## config.mk

```make
export PLATFORM = sky130hd
export DESIGN_NAME = replica_move_top
export DESIGN_NICKNAME = d
export VERILOG_FILES = /design/src/source/move_pkg.sv /design/src/source/tsp_pkg.sv /design/src/source/move_judge.sv /design/src/source/opt_move_gen.sv /design/src/source/replica_move_top.sv /design/src/source/sweep_decode.sv
export SDC_FILE = /design/constraint.sdc
export NUM_CORES = 1
export LEC_CHECK = 0
export BUFFER_PORTS_ARGS = -buffer_cell sky130_fd_sc_hd__buf_2
export CAP_MARGIN = 25
export CORE_UTILIZATION = 45
export DETAILED_ROUTE_END_ITERATION = 6
export GPL_TIMING_DRIVEN = 0
export SYNTH_ARGS = -nofsm -noshare
export SYNTH_HDL_FRONTEND = slang
export SYNTH_HIERARCHICAL = 1
export SYNTH_SLANG_ARGS = --single-unit
```

## constraint.sdc

```tcl
create_clock -name clk -period 5.7 [get_ports clk]
set_clock_uncertainty 0.05 [all_clocks]
set_input_delay 0.57 -clock clk [delete_from_list [all_inputs] [get_ports clk]]
set_output_delay 0.57 -clock clk [all_outputs]
set_load 0.005 [all_outputs]
```

## src/source/move_pkg.sv

```systemverilog
package move_pkg;

    ////////////////////
    // Move kinds
    ////////////////////

    // NONE is never sent to the generator
    typedef enum logic [1:0] {
        NONE = 2'b00,
        OR1  = 2'b01, // or-opt
        TWO  = 2'b10  // 2-opt
    } opt_kind_t;

    ////////////////////
    // Generator phases
    ////////////////////

    // One draw per cycle in each phase
    typedef enum logic [1:0] {
        S_K     = 2'b00,
        S_L     = 2'b01,
        S_METRO = 2'b10,
        S_EXCH  = 2'b11
    } gen_state_t;

endpackage

```

## src/source/tsp_pkg.sv

```systemverilog
package tsp_pkg;

    ////////////////////
    // Problem size
    ////////////////////

    // Tour position, must hold CITY_NUM
    typedef logic [7:0] city_idx_t;

    // Replica number, must hold REPLICA_NUM-1
    typedef logic [2:0] replica_id_t;

    ////////////////////
    // Random numbers
    ////////////////////

    typedef logic [63:0] seed_t;      // Xorshift state
    typedef logic [31:0] rand_word_t; // Low half of the state

endpackage

```

## src/source/move_judge.sv

```systemverilog
module move_judge #(
    parameter int REPLICA_NUM = 4
) (
    input  logic                 clk,
    input  logic                 reset,
    input  logic                 thr_load,
    input  tsp_pkg::replica_id_t thr_replica,
    input  tsp_pkg::rand_word_t  thr_metro,
    input  tsp_pkg::rand_word_t  thr_exch,
    input  logic                 ready,
    input  tsp_pkg::replica_id_t replica,
    input  move_pkg::opt_kind_t  kind,
    input  tsp_pkg::city_idx_t   move_k,
    input  tsp_pkg::city_idx_t   move_l,
    input  tsp_pkg::rand_word_t  r_metro,
    input  tsp_pkg::rand_word_t  r_exch,
    output logic                 move_valid,
    output tsp_pkg::replica_id_t move_replica,
    output move_pkg::opt_kind_t  move_kind,
    output tsp_pkg::city_idx_t   out_k,
    output tsp_pkg::city_idx_t   out_l,
    output logic                 metro_accept,
    output logic                 exch_accept,
    output logic                 record_done
);
    import tsp_pkg::*;

    localparam int REP_W = $clog2(REPLICA_NUM);

    rand_word_t thr_metro_tab [REPLICA_NUM];
    rand_word_t thr_exch_tab  [REPLICA_NUM];
    logic       ready_q;
    logic       capture;

    assign capture     = ready && !ready_q; // Generator just finished
    assign record_done = move_valid;

    // Zero thresholds reject everything
    always_ff @(posedge clk) begin
        if (reset) begin
            for (int i = 0; i < REPLICA_NUM; i++) begin
                thr_metro_tab[i] <= '0;
                thr_exch_tab[i]  <= '0;
            end
        end else if (thr_load) begin
            thr_metro_tab[thr_replica[REP_W-1:0]] <= thr_metro;
            thr_exch_tab[thr_replica[REP_W-1:0]]  <= thr_exch;
        end
    end

    always_ff @(posedge clk) begin
        if (reset) begin
            ready_q    <= 1'b0;
            move_valid <= 1'b0;
        end else begin
            ready_q    <= ready;
            move_valid <= capture;
        end
    end

    always_ff @(posedge clk) begin
        if (capture) begin
            move_replica <= replica;
            move_kind    <= kind;
            out_k        <= move_k;
            out_l        <= move_l;
            metro_accept <= (r_metro < thr_metro_tab[replica[REP_W-1:0]]);
            exch_accept  <= (r_exch < thr_exch_tab[replica[REP_W-1:0]]);
        end
    end

    // Loads are held off by busy upstream
    a_no_thr_race: assert property (@(posedge clk) disable iff (reset)
        !(thr_load && capture && thr_replica == replica));

endmodule

```

## src/source/opt_move_gen.sv

```systemverilog
module opt_move_gen #(
    parameter int CITY_NUM    = 20,
    parameter int REPLICA_NUM = 4
) (
    input  logic                 clk,
    input  logic                 reset,
    input  logic                 run,
    input  tsp_pkg::replica_id_t replica,
    input  move_pkg::opt_kind_t  kind,
    input  logic                 init,
    input  tsp_pkg::replica_id_t init_replica,
    input  tsp_pkg::seed_t       init_seed,
    output tsp_pkg::city_idx_t   move_k,
    output tsp_pkg::city_idx_t   move_l,
    output tsp_pkg::rand_word_t  r_metro,
    output tsp_pkg::rand_word_t  r_exch,
    output logic                 ready
);
    import tsp_pkg::*;
    import move_pkg::*;

    localparam int REP_W = $clog2(REPLICA_NUM);

    localparam rand_word_t MASK_TWO = rand_word_t'((64'd1 << $clog2(CITY_NUM)) - 64'd1);
    localparam rand_word_t MASK_OR1 = rand_word_t'((64'd1 << $clog2(CITY_NUM - 1)) - 64'd1);
    localparam rand_word_t TOP_TWO  = rand_word_t'(CITY_NUM);
    localparam rand_word_t TOP_OR1  = rand_word_t'(CITY_NUM - 1);

    seed_t       seed_mem [REPLICA_NUM];
    seed_t       x0;
    seed_t       x1;
    seed_t       x2;
    seed_t       x3;
    rand_word_t  draw_mask;
    rand_word_t  draw;
    city_idx_t   draw_idx;
    replica_id_t cur_replica;
    opt_kind_t   cur_kind;
    gen_state_t  state;
    logic        sampling;
    logic        step;
    logic        is_two;
    logic        k_ok;
    logic        l_ok;
    logic        pair_ok;

    ////////////////////
    // Draw datapath
    ////////////////////

    always_comb begin
        is_two = (cur_kind == TWO);
        step   = sampling && !run;

        x0 = seed_mem[cur_replica[REP_W-1:0]];
        x1 = x0 ^ (x0 << 13);
        x2 = x1 ^ (x1 >> 7);
        x3 = x2 ^ (x2 << 17);

        // Acceptance words are taken whole
        if (state == S_METRO || state == S_EXCH) begin
            draw_mask = '1;
        end else if (is_two) begin
            draw_mask = MASK_TWO;
        end else begin
            draw_mask = MASK_OR1;
        end
        draw     = x3[31:0] & draw_mask;
        draw_idx = city_idx_t'(draw);

        k_ok = (draw >= 32'd1) && (draw <= (is_two ? TOP_TWO : TOP_OR1));
        l_ok = is_two ? ((draw >= 32'd1) && (draw <= TOP_TWO)) : (draw <= TOP_OR1);

        // Degenerate pairs send us back to K
        pair_ok = (draw_idx != move_k);
        if (!is_two && (draw_idx + 8'd1 == move_k)) begin
            pair_ok = 1'b0;
        end
    end

    always_ff @(posedge clk) begin
        if (init) begin
            seed_mem[init_replica[REP_W-1:0]] <= init_seed;
        end else if (step) begin
            seed_mem[cur_replica[REP_W-1:0]] <= x3; // Advance this replica only
        end
    end

    ////////////////////
    // Phase control
    ////////////////////

    always_ff @(posedge clk) begin
        if (reset) begin
            sampling <= 1'b0;
            ready    <= 1'b0;
            state    <= S_K;
        end else if (run) begin
            sampling <= 1'b1;
            ready    <= 1'b0;
            state    <= S_K;
        end else if (sampling) begin
            case (state)
                S_K: begin
                    if (k_ok) begin
                        state <= S_L;
                    end
                end
                S_L: begin
                    if (l_ok) begin
                        state <= pair_ok ? S_METRO : S_K;
                    end
                end
                S_METRO: state <= S_EXCH;
                S_EXCH: begin
                    state    <= S_K;
                    sampling <= 1'b0;
                    ready    <= 1'b1;
                end
                default: state <= S_K;
            endcase
        end
    end

    always_ff @(posedge clk) begin
        if (run) begin
            cur_replica <= replica;
            cur_kind    <= kind;
        end else if (sampling) begin
            case (state)
                S_K: begin
                    if (k_ok) begin
                        move_k <= draw_idx;
                    end
                end
                S_L: begin
                    if (l_ok && pair_ok) begin
                        // 2-opt keeps K below L
                        if (is_two && (draw_idx < move_k)) begin
                            move_k <= draw_idx;
                            move_l <= move_k;
                        end else begin
                            move_l <= draw_idx;
                        end
                    end
                end
                S_METRO: r_metro <= draw;
                S_EXCH:  r_exch  <= draw;
                default: ;
            endcase
        end
    end

    a_pair_in_range: assert property (@(posedge clk) disable iff (reset)
        $rose(ready) |-> (is_two
            ? (move_k != 8'd0 && move_k < move_l && move_l <= city_idx_t'(CITY_NUM))
            : (move_k != 8'd0 && move_k < city_idx_t'(CITY_NUM)
               && move_l < city_idx_t'(CITY_NUM)
               && move_l != move_k && move_l + 8'd1 != move_k)));

endmodule

```

## src/source/replica_move_top.sv

```systemverilog
module replica_move_top #(
    parameter int CITY_NUM    = 20,
    parameter int REPLICA_NUM = 4
) (
    input  logic                 clk,
    input  logic                 reset,
    input  logic                 sweep_start,
    input  move_pkg::opt_kind_t  sweep_kind,
    input  logic                 seed_load,
    input  tsp_pkg::replica_id_t seed_replica,
    input  tsp_pkg::seed_t       seed_value,
    input  logic                 thr_load,
    input  tsp_pkg::replica_id_t thr_replica,
    input  tsp_pkg::rand_word_t  thr_metro,
    input  tsp_pkg::rand_word_t  thr_exch,
    output logic                 move_valid,
    output tsp_pkg::replica_id_t move_replica,
    output move_pkg::opt_kind_t  move_kind,
    output tsp_pkg::city_idx_t   move_k,
    output tsp_pkg::city_idx_t   move_l,
    output logic                 metro_accept,
    output logic                 exch_accept,
    output logic                 busy,
    output logic                 sweep_done
);
    import tsp_pkg::*;
    import move_pkg::*;

    logic        run;
    replica_id_t replica;
    opt_kind_t   kind;
    logic        init;
    seed_t       init_seed;
    replica_id_t init_replica;
    city_idx_t   gen_k;
    city_idx_t   gen_l;
    rand_word_t  r_metro;
    rand_word_t  r_exch;
    logic        ready;
    logic        record_done;
    logic        thr_load_idle;

    assign thr_load_idle = thr_load && !busy; // Tables frozen during a sweep

    sweep_decode #(
        .REPLICA_NUM (REPLICA_NUM)
    ) u_sweep_decode (
        .clk          (clk),
        .reset        (reset),
        .sweep_start  (sweep_start),
        .sweep_kind   (sweep_kind),
        .seed_load    (seed_load),
        .seed_replica (seed_replica),
        .seed_value   (seed_value),
        .record_done  (record_done),
        .run          (run),
        .replica      (replica),
        .kind         (kind),
        .init         (init),
        .init_seed    (init_seed),
        .init_replica (init_replica),
        .busy         (busy),
        .sweep_done   (sweep_done)
    );

    opt_move_gen #(
        .CITY_NUM    (CITY_NUM),
        .REPLICA_NUM (REPLICA_NUM)
    ) u_opt_move_gen (
        .clk          (clk),
        .reset        (reset),
        .run          (run),
        .replica      (replica),
        .kind         (kind),
        .init         (init),
        .init_replica (init_replica),
        .init_seed    (init_seed),
        .move_k       (gen_k),
        .move_l       (gen_l),
        .r_metro      (r_metro),
        .r_exch       (r_exch),
        .ready        (ready)
    );

    move_judge #(
        .REPLICA_NUM (REPLICA_NUM)
    ) u_move_judge (
        .clk          (clk),
        .reset        (reset),
        .thr_load     (thr_load_idle),
        .thr_replica  (thr_replica),
        .thr_metro    (thr_metro),
        .thr_exch     (thr_exch),
        .ready        (ready),
        .replica      (replica),
        .kind         (kind),
        .move_k       (gen_k),
        .move_l       (gen_l),
        .r_metro      (r_metro),
        .r_exch       (r_exch),
        .move_valid   (move_valid),
        .move_replica (move_replica),
        .move_kind    (move_kind),
        .out_k        (move_k),
        .out_l        (move_l),
        .metro_accept (metro_accept),
        .exch_accept  (exch_accept),
        .record_done  (record_done)
    );

endmodule

```

## src/source/sweep_decode.sv

```systemverilog
module sweep_decode #(
    parameter int REPLICA_NUM = 4
) (
    input  logic                 clk,
    input  logic                 reset,
    input  logic                 sweep_start,
    input  move_pkg::opt_kind_t  sweep_kind,
    input  logic                 seed_load,
    input  tsp_pkg::replica_id_t seed_replica,
    input  tsp_pkg::seed_t       seed_value,
    input  logic                 record_done,
    output logic                 run,
    output tsp_pkg::replica_id_t replica,
    output move_pkg::opt_kind_t  kind,
    output logic                 init,
    output tsp_pkg::seed_t       init_seed,
    output tsp_pkg::replica_id_t init_replica,
    output logic                 busy,
    output logic                 sweep_done
);
    import tsp_pkg::*;
    import move_pkg::*;

    typedef enum logic [1:0] {
        IDLE,
        ISSUE,
        WAIT
    } dec_state_t;

    localparam replica_id_t LAST = replica_id_t'(REPLICA_NUM - 1);

    dec_state_t state;
    logic       start_ok;

    assign start_ok = sweep_start && (sweep_kind != NONE) && (state == IDLE);
    assign run      = (state == ISSUE); // One cycle per replica
    assign busy     = (state != IDLE);

    // Seed loads pass through only between sweeps
    assign init         = seed_load && (state == IDLE);
    assign init_seed    = seed_value;
    assign init_replica = seed_replica;

    always_ff @(posedge clk) begin
        if (reset) begin
            state      <= IDLE;
            replica    <= '0;
            kind       <= NONE;
            sweep_done <= 1'b0;
        end else begin
            sweep_done <= 1'b0;
            case (state)
                IDLE: begin
                    if (start_ok) begin
                        state   <= ISSUE;
                        replica <= '0;
                        kind    <= sweep_kind;
                    end
                end
                ISSUE: state <= WAIT;
                WAIT: begin
                    if (record_done) begin
                        if (replica == LAST) begin
                            state      <= IDLE;
                            sweep_done <= 1'b1; // Falls with busy
                        end else begin
                            state   <= ISSUE;
                            replica <= replica + replica_id_t'(1);
                        end
                    end
                end
                default: state <= IDLE;
            endcase
        end
    end

    // Shared sampling datapath, one replica in flight
    a_one_in_flight: assert property (@(posedge clk) disable iff (reset)
        record_done |-> (state == WAIT));

endmodule

```

==> results of run 1 <==
## routing by layer
layer / GRT usage / up-vias
met5: 0 / -
met4: 0.06680 / 8
met3: 0.04314 / 91
met2: 0.3600 / 499
met1: 0.3028 / 8158
li1: - / 7320
## cells in the final DEF, fill, tap and decap left out, types with 36 or more instances in the layout
cell / count
inv_1: 77
xor2_1: 40
edfxtp_1: 619
and2_1: 273
mux4_2: 127
buf_2: 120
clkbuf_1: 68
xnor2_1: 128
buf_4: 70
nor2_1: 36
o21ai_0: 56
clkbuf_16: 75
nand2_1: 139
ha_1: 78
## stage by stage
step           cell area (um^2)  setup WS [ns]  hold slack, ns  cells  utilization
2_1_floorplan             29270          1.164          0.3503   1900            -
3_3_place_gp              30830         -1.595          0.3558   2853       0.4792
3_5_place_dp              31330          1.023          0.3545   2872       0.4868
4_1_cts                   33500         0.9960          0.1884   2994       0.5206
5_1_grt                   33510         0.6885          0.2043   2995       0.5207
6_report                  33510          1.007          0.2297   2996       0.5207
## flip-flops by register name, indices dropped and copies added, names as in the netlist, 2 cells and up, named ones only
signal	count
u_opt_move_gen/seed_mem	256
u_opt_move_gen/r_exch	32
u_move_judge/thr_metro_tab	128
u_move_judge/move_kind	2
u_opt_move_gen/move_l	8
u_opt_move_gen/cur_replica	2
u_move_judge/move_replica	3
u_move_judge/out_l	8
u_move_judge/thr_exch_tab	128
u_sweep_decode/replica	3
u_opt_move_gen/move_k	8
u_opt_move_gen/r_metro	32
u_move_judge/out_k	8
u_sweep_decode/kind	2
u_sweep_decode/state	2
u_opt_move_gen/cur_kind	2
## where the power goes
part | switching [uW] | total, uW | internal (uW)
combinational | 980 | 1570 | 589
clock | 1770 | 4280 | 2510
sequential | 51.5 | 5430 | 5380
total | 2800 | 11300 | 8480
## worst max-delay path: stages, from the launching register on
cell and delay, ns:
dfxtp_1 0.38, buf_6 0.21, buf_6 0.20, mux4_2 0.61, xnor2_1 0.72, nor2_1 0.30
ha_1 0.38, a21oi_1 0.13, o21a_1 0.14, maj3_1 0.19, nand4_1 0.11, a2111oi_2 0.71
buf_4 0.27
## worst max-delay path by stage
stage / start / to / slack [ns] / cells after the start
2_1_floorplan: register / u_opt_move_gen/move_k[0]$_DFFE_PP_ / 1.16 / 12
3_3_place_gp: seed_load / u_opt_move_gen/seed_mem[1][25]$_DFFE_PP_ / -1.60 / 6
3_5_place_dp: register / u_opt_move_gen/move_k[4]$_DFFE_PP_ / 1.02 / 12
4_1_cts: register / u_opt_move_gen/move_k[6]$_DFFE_PP_ / 1.0 / 12
5_1_grt: register / u_opt_move_gen/move_k[6]$_DFFE_PP_ / 0.69 / 13
6_report: register / u_opt_move_gen/move_k[0]$_DFFE_PP_ / 1.01 / 12
## area by class of cell
class	count	area, um^2	share of cell area
multi-input cells	1044	9313	0.2779
diodes	1	2.502	0.00007468
inverters	79	299.0	0.008924
flip-flops and latches	635	18910	0.5643
clock buffers	96	1976	0.05896
well taps	855	1070	0.03193
repair buffers	118	907.1	0.02707
clock inverters	26	195.2	0.005825
plain buffers	142	838.3	0.02502
==> results.yml, run 1 <==
grt:
  grtUsageTotal: 0.2218
  antenna_found_initial: 6
  grt_overflow: 0
  grt_pass1_vias: 16586
  grt_max_degree: 47
  grt_pass1_wl_um: 107100
routing:
  route.met3.wl_um: 4450
  dr_wl_met2_um: 35070
  post_drt_wl_per_cell_um: 24.09
  ant_nets: 0
  top_layer_used: "met5"
  num_vias: 16076
  drtPass1Iterations: 5
  wl_met1_um: 30910
  drcViolationCount: 0
  wirelength_um: 72190
  first_iter_violations: 1330
  vias_per_cell: 5.366
timing:
  finalCritPeriodShare: 0.8233
  fmax_mhz: 213.1
  rsz0062_at_grt: "no"
  slew_viol_final: 0
  maxSlewHeadroom: 0.3622
  finalSetupViolCount: 0
  hold_viol: 0
  worstMarginPinSlew_ns: 0.9567
  setup_tns_ns: 0
  fin_crit_ns: 4.693
worst_setup_path:
  cp.arrival_ns: 4.94
  start_kind: "register"
  required_ns: 5.95
  r2r_end: "u_opt_move_gen/move_k[0]$_DFFE_PP_"
  end_kind: "register"
  reg2reg_slack_ns: 1.01
  crit_fanout: 10
  reg2reg_depth: 12
  path_class: "register to register"
placed_design:
  io_buffers: 98
  place.gp.congestion: 0.8332
  dpl.hpwl_um: 51470
power:
  power.total_uw: 11280
  power_density_nw_per_um2: 336.7
  irDropWorstVdd_v: 0.0002482
  p_leak_uw: 0.01213
clock_tree:
  holdBufCountCts: 0
  cts_resized: 0
  clock-sinks: 635
  clkTransAtPathRegs_ns: 0.06
  htree_levels: 3
  cts-root-buf: "clkbuf_16"
  cts_tree: "built"
  postCtsSetupBuffers: 0
  worstSkewPairLatency_ns: 0.60
  clock_path_buffers: 3
  cts_buffers: 70
outcome:
  status: "complete, no violations"
floorplan:
  row_count: 93
  initial_core_util: 0.4549
  ios: 167
  die_w_um: 257.1
  chipHeight_um: 257.1
  dieArea_um2: 66070
  core_area_um2: 64350
cells_and_area:
  nFillCells: 5370
  fin_nets: 2309
  drive_gt1_frac: 0.2164
  areaGrowthSynthToFinish_pct: 14.47
flow_run:
  maxCapViolations: 0
hold_path:
  hold_depth: 2
  hp-start: "thr_exch[7]"
  min_path_type: "primary input to register"
  min_to: "u_move_judge/thr_exch_tab[1][7]$_SDFFCE_PN0P_"
synthesis:
  synth_nets: 2119
  postSynthAreaPerCell_um2: 15.41
  yosys_warnings: 6
  netlist_instances: 1900
  syn_area_um2: 29270
Note: power is estimated with default switching activity, not from simulation.
==> run 2, diff against run 1 <==
Clock period 5.7 ns to 4 ns, I/O delays scaled along.
==> results.yml, run 2 (synthesis results as in run 1) <==
outcome:
  status: "complete, no violations"
clock_tree:
  htree_levels: 3
  cts_buffers: 70
  clkTransAtPathRegs_ns: 0.06
  holdBufCountCts: 0
  clock_path_buffers: 3
  clock-sinks: 635
  cts_tree: "built"
  worstSkewPairLatency_ns: 0.62
  cts-root-buf: "clkbuf_16"
routing:
  wirelength_um: 72820
  vias_per_cell: 5.411
  first_iter_violations: 1183
  ant_nets: 0
  drtPass1Iterations: 5
  num_vias: 16294
  drcViolationCount: 0
  post_drt_wl_per_cell_um: 24.18
grt:
  grt_max_degree: 41
  grt_overflow: 0
  grt_pass1_wl_um: 107300
  grt_pass1_vias: 16803
  grtUsageTotal: 0.2227
  antenna_found_initial: 9
floorplan:
  row_count: 93
  die_w_um: 257.1
  dieArea_um2: 66070
  ios: 167
  chipHeight_um: 257.1
  initial_core_util: 0.4549
  core_area_um2: 64350
timing:
  slew_viol_final: 0
  finalCritPeriodShare: 0.9776
  maxSlewHeadroom: 0.3615
  fin_crit_ns: 3.910
  hold_viol: 0
  worstMarginPinSlew_ns: 0.9541
  rsz0062_at_grt: "no"
  fmax_mhz: 255.7
  finalSetupViolCount: 0
worst_setup_path:
  end_kind: "register"
  cp.arrival_ns: 4.20
  required_ns: 4.29
  crit_fanout: 10
  path_class: "register to register"
  start_kind: "register"
cells_and_area:
  final_area_um2: 33650
  layout_common_cells: "edfxtp_1, and2_1, nand2_1"
  finish.utilization: 0.5229
  fin_nets: 2316
  final_cells: 3011
  nFillCells: 5397
  layout_commonest_cell: "edfxtp_1"
  drive_gt1_frac: 0.2248
  areaGrowthSynthToFinish_pct: 14.95
  largest_register_ff_count: 256
hold_path:
  min_path_type: "primary input to register"
power:
  power_density_nw_per_um2: 483.4
  irDropWorstVdd_v: 0.0003035
  p_leak_uw: 0.01218
placed_design:
  dpl.cell_count: 2872
  place.gp.congestion: 0.8264
  postPlaceCellArea_um2: 31270
  dpl.hpwl_um: 51590
  io_buffers: 98
flow_run:
  maxCapViolations: 0
run 2: worst paths after layout:
| check | startpoint | end | slack, ns | depth (start not counted) |
|---|---|---|---|---|
| max | register | u_opt_move_gen/r_exch[31]$_DFFE_PP_ | 0.09 | 8 |
| min | thr_exch[5] | u_move_judge/thr_exch_tab[1][5]$_SDFFCE_PN0P_ | 0.05 | 2 |
| max reg2reg | register | u_opt_move_gen/r_exch[31]$_DFFE_PP_ | 0.09 | 8 |
| min reg2reg | u_opt_move_gen/move_l[3]$_DFFE_PP_ | u_move_judge/out_l[3]$_DFFE_PP_ | 0.37 | 0 |
run 2: area by class of cell:
class                           instances  area [um^2]  area share
Antenna cell                            7        17.52   0.0005206
Buffer                                142        850.8     0.02528
Clock buffer                           84         1868     0.05551
Clock inverter                         40        339.1     0.01008
Inverter                               79        299.0    0.008887
Multi-Input combinational cell       1044         9387      0.2789
Sequential cell                       635        18910      0.5619
Tap cell                              855         1070     0.03179
Timing Repair Buffer                  125        909.6     0.02703
run 2: power by group:
group	leakage, uW	internal (uW)	switching [uW]
registers	0.00615	7660	74.6
clock network	0.00108	3650	2590
logic	0.00495	862	1430
total	0.0122	12200	4100
run 2: through the flow:
| step | setup TNS, ns | hold WS (ns) | worst slack [ns] | total power [uW] |
|---|---|---|---|---|
| floorplan | 0 | 0.3503 | 0.1915 | 9270 |
| global placement | -481.74 | 0.3542 | -1.222 | 10050 |
| detailed placement | -15.50 | 0.3556 | -0.8010 | 10110 |
| CTS | 0 | 0.02030 | 0.008507 | 16390 |
| global route | 0 | 0.04694 | 0.01250 | 16800 |
| finish | 0 | 0.05405 | 0.08971 | 16270 |
run 2: repair_timing:
| action | in CTS | in global routing |
|---|---|---|
| pin swaps | 4 | 3 |
| endpoints found under the setup margin | 47 | 14 |
| setup buffers | 3 | 4 |
| gates resized for setup | 13 | 7 |
run 2: worst max-delay path, stage by stage, from the launching register on:
cell      delay [ns]
dfxtp_1         0.34
buf_4           0.22
buf_2           0.33
clkbuf_1        0.58
mux4_2          0.51
xnor2_1         0.18
xnor2_1         0.72
xnor2_1         0.40
and2_1          0.32
run 2: layer usage:
metal | share of wire | up-vias | routed length [um] | global-route usage
met3 | 0.057 | 103 | 4149 | 0.03320
li1 | - | 7338 | - | -
met2 | 0.50 | 551 | 36290 | 0.3704
met5 | 0 | - | 0 | 0
met1 | 0.42 | 8302 | 30550 | 0.2992
met4 | 0.025 | 0 | 1830 | 0.07622
==> run 3, diff against run 2 <==
--- a/config.mk
+++ b/config.mk
@@ -11,4 +11,5 @@
 export DETAILED_ROUTE_END_ITERATION = 6
 export GPL_TIMING_DRIVEN = 0
+export PLACE_DENSITY = 0.67
 export SYNTH_ARGS = -nofsm -noshare
 export SYNTH_HDL_FRONTEND = slang
==> constraint.sdc (replaced) <==
create_clock -name clk -period 4 [get_ports clk]
set_clock_uncertainty 0.05 [all_clocks]
set_input_delay 0.4 -clock clk [delete_from_list [all_inputs] [get_ports clk]]
set_output_delay 0.4 -clock clk [all_outputs]
set_load 0.01 [all_outputs]
==> results.yml, run 3 (synthesis results as in run 1) <==
grt:
  grt_pass1_vias: 16879
  grt_pass1_wl_um: 105700
  grt_overflow: 0
  grtUsageTotal: 0.2173
  grt_max_degree: 50
  antenna_found_initial: 8
power:
  irDropWorstVdd_v: 0.0003333
  combinationalPowerShare: 0.139
  switching_power_uw: 4031
  p_leak_uw: 0.01214
  power_density_nw_per_um2: 480.9
  p_int_uw: 12100
  p_seq_frac: 0.479
  switching_share: 0.2499
  power.total_uw: 16130
  clkPwrFrac: 0.381
floorplan:
  ios: 167
  row_count: 93
  chipHeight_um: 257.1
  core_area_um2: 64350
  dieArea_um2: 66070
  initial_core_util: 0.4549
  die_w_um: 257.1
worst_setup_path:
  required_ns: 4.41
  reg2reg_slack_ns: 0.17
  path_class: "register to register"
  r2r_end: "u_move_judge/exch_accept$_DFFE_PP_"
  r2r_start: "u_sweep_decode/replica[0]$_SDFFE_PP0P_"
  cp_slowest_cell: "or4_1"
  slowest_delay_ns: 0.63
  cp.arrival_ns: 4.24
  start_kind: "register"
  crit_fanout: 10
  critical-path-top-cell-by-count: "buf_2"
  end_kind: "register"
  crit_chain: "buf_2 -> buf_2 -> mux4_2 -> inv_1 -> ha_1 -> o21ai_0 -> nor2_4 -> or4_1 -> a211oi_2 -> o41a_1"
  reg2reg_depth: 10
cells_and_area:
  layout_common_cells: "edfxtp_1, and2_1, nand2_1"
  layout_commonest_cell: "edfxtp_1"
  nFillCells: 5269
  drive_gt1_frac: 0.2212
  final_area_um2: 33540
  fin_nets: 2310
  largest_register_ff_count: 256
  finish.utilization: 0.5213
  areaGrowthSynthToFinish_pct: 14.59
clock_tree:
  clkTransAtPathRegs_ns: 0.06
  cts-root-buf: "clkbuf_16"
  holdBufCountCts: 0
  cts_buffers: 70
  cts_tree: "built"
  worstSkewPairLatency_ns: 0.60
  clock-sinks: 635
  htree_levels: 3
  clock_path_buffers: 3
timing:
  fmax_mhz: 261.1
  finalSetupViolCount: 0
  setup_tns_ns: 0
  worstMarginPinSlew_ns: 1.025
  slew_viol_final: 0
  fin_crit_ns: 3.830
  rsz0062_at_grt: "no"
  hold_viol: 0
  maxSlewHeadroom: 0.3143
  setup_ws_ns: 0.1704
  finalCritPeriodShare: 0.9574
routing:
  drcViolationCount: 0
  post_drt_wl_per_cell_um: 23.66
  vias_per_cell: 5.446
  ant_nets: 0
  first_iter_violations: 1413
  num_vias: 16350
  drtPass1Iterations: 5
  wirelength_um: 71010
placed_design:
  dpl.hpwl_um: 49870
  postPlaceCellArea_um2: 31250
  io_buffers: 98
  place.gp.congestion: 0.8455
  pre_cts_slack_ns: -0.7145
flow_run:
  maxCapViolations: 0
outcome:
  status: "complete, no violations"
hold_path:
  hold_depth: 2
  hp-start: "thr_metro[24]"
  min_path_type: "primary input to register"
  min_to: "u_move_judge/thr_metro_tab[0][24]$_SDFFCE_PN0P_"
==> run 3: changes by cell type in the layout (fill, tap and decap cells not counted), moves of 3 or more <==
cell | previous run | this run
buf_2 | 116 | 119
buf_4 | 79 | 73
diode_2 | 7 | 4
clkbuf_1 | 58 | 61
buf_12 | 11 | 8
==> run 3: power by group through the flow <==
stage	Combinational, uW	Sequential [uW]	Clock [uW]
floorplan	1420	7850	0
global placement	2120	7880	0
detailed placement	2200	7870	0
CTS	2240	7740	6260
global route	2390	7760	6490
finish	2250	7730	6150
==> run 3: worst max path at each step <==
stage                                                 from                                   end  cells past startpoint
finish              u_sweep_decode/replica[0]$_SDFFE_PP0P_    u_move_judge/exch_accept$_DFFE_PP_                     10
global route        u_sweep_decode/replica[0]$_SDFFE_PP0P_    u_move_judge/exch_accept$_DFFE_PP_                     10
CTS                                               register    u_opt_move_gen/move_l[0]$_DFFE_PP_                     11
detailed placement                                register    u_opt_move_gen/move_k[2]$_DFFE_PP_                     12
global placement      u_sweep_decode/state[0]$_SDFFE_PP0P_  u_opt_move_gen/r_metro[21]$_DFFE_PP_                      3
floorplan                                         register    u_opt_move_gen/move_k[0]$_DFFE_PP_                     12
==> run 3: repair_timing <==
action | 4_1_cts | 5_1_grt
setup buffers | 3 | 0
gates resized for setup | 9 | 7
pin swaps | 3 | 0
endpoints found under the setup margin | 34 | 14
==> run 3: area by class of cell <==
cell class / instances / area [um^2] / area share
antenna: 4 / 10.01 / 0.0002984
tap: 855 / 1070 / 0.03189
inverter: 79 / 299.0 / 0.008915
sequential: 635 / 18910 / 0.5637
clock inverter: 38 / 340.3 / 0.01015
timing repair buffer: 119 / 860.8 / 0.02566
multi-input combinational: 1044 / 9374 / 0.2795
buffer: 142 / 847.1 / 0.02525
clock buffer: 86 / 1833 / 0.05465
==> run 3: worst max-delay path, delay by kind of cell, from the launching register on <==
kind	cells	cell delay, ns
AND/OR/NAND/NOR	2	0.67
flip-flops	1	0.48
adder cells (fa/ha/maj)	1	0.23
multiplexers	1	0.57
buffers and inverters	3	0.84
AO/OA/AOI/OAI	3	0.85
==> run 3: per-layer routing <==
layer	share of wire	track usage
met1	0.41	0.2901
met2	0.49	0.3592
met3	0.075	0.04236
met4	0.027	0.06647
met5	0.00032	0
==> run 3: per-stage QoR <==
step | hold WS (ns) | cells
5_1_grt | 0.04712 | 3001
4_1_cts | 0.02701 | 2997
6_report | 0.05539 | 3002
3_3_place_gp | 0.3554 | 2853
3_5_place_dp | 0.3545 | 2870
2_1_floorplan | 0.3503 | 1900
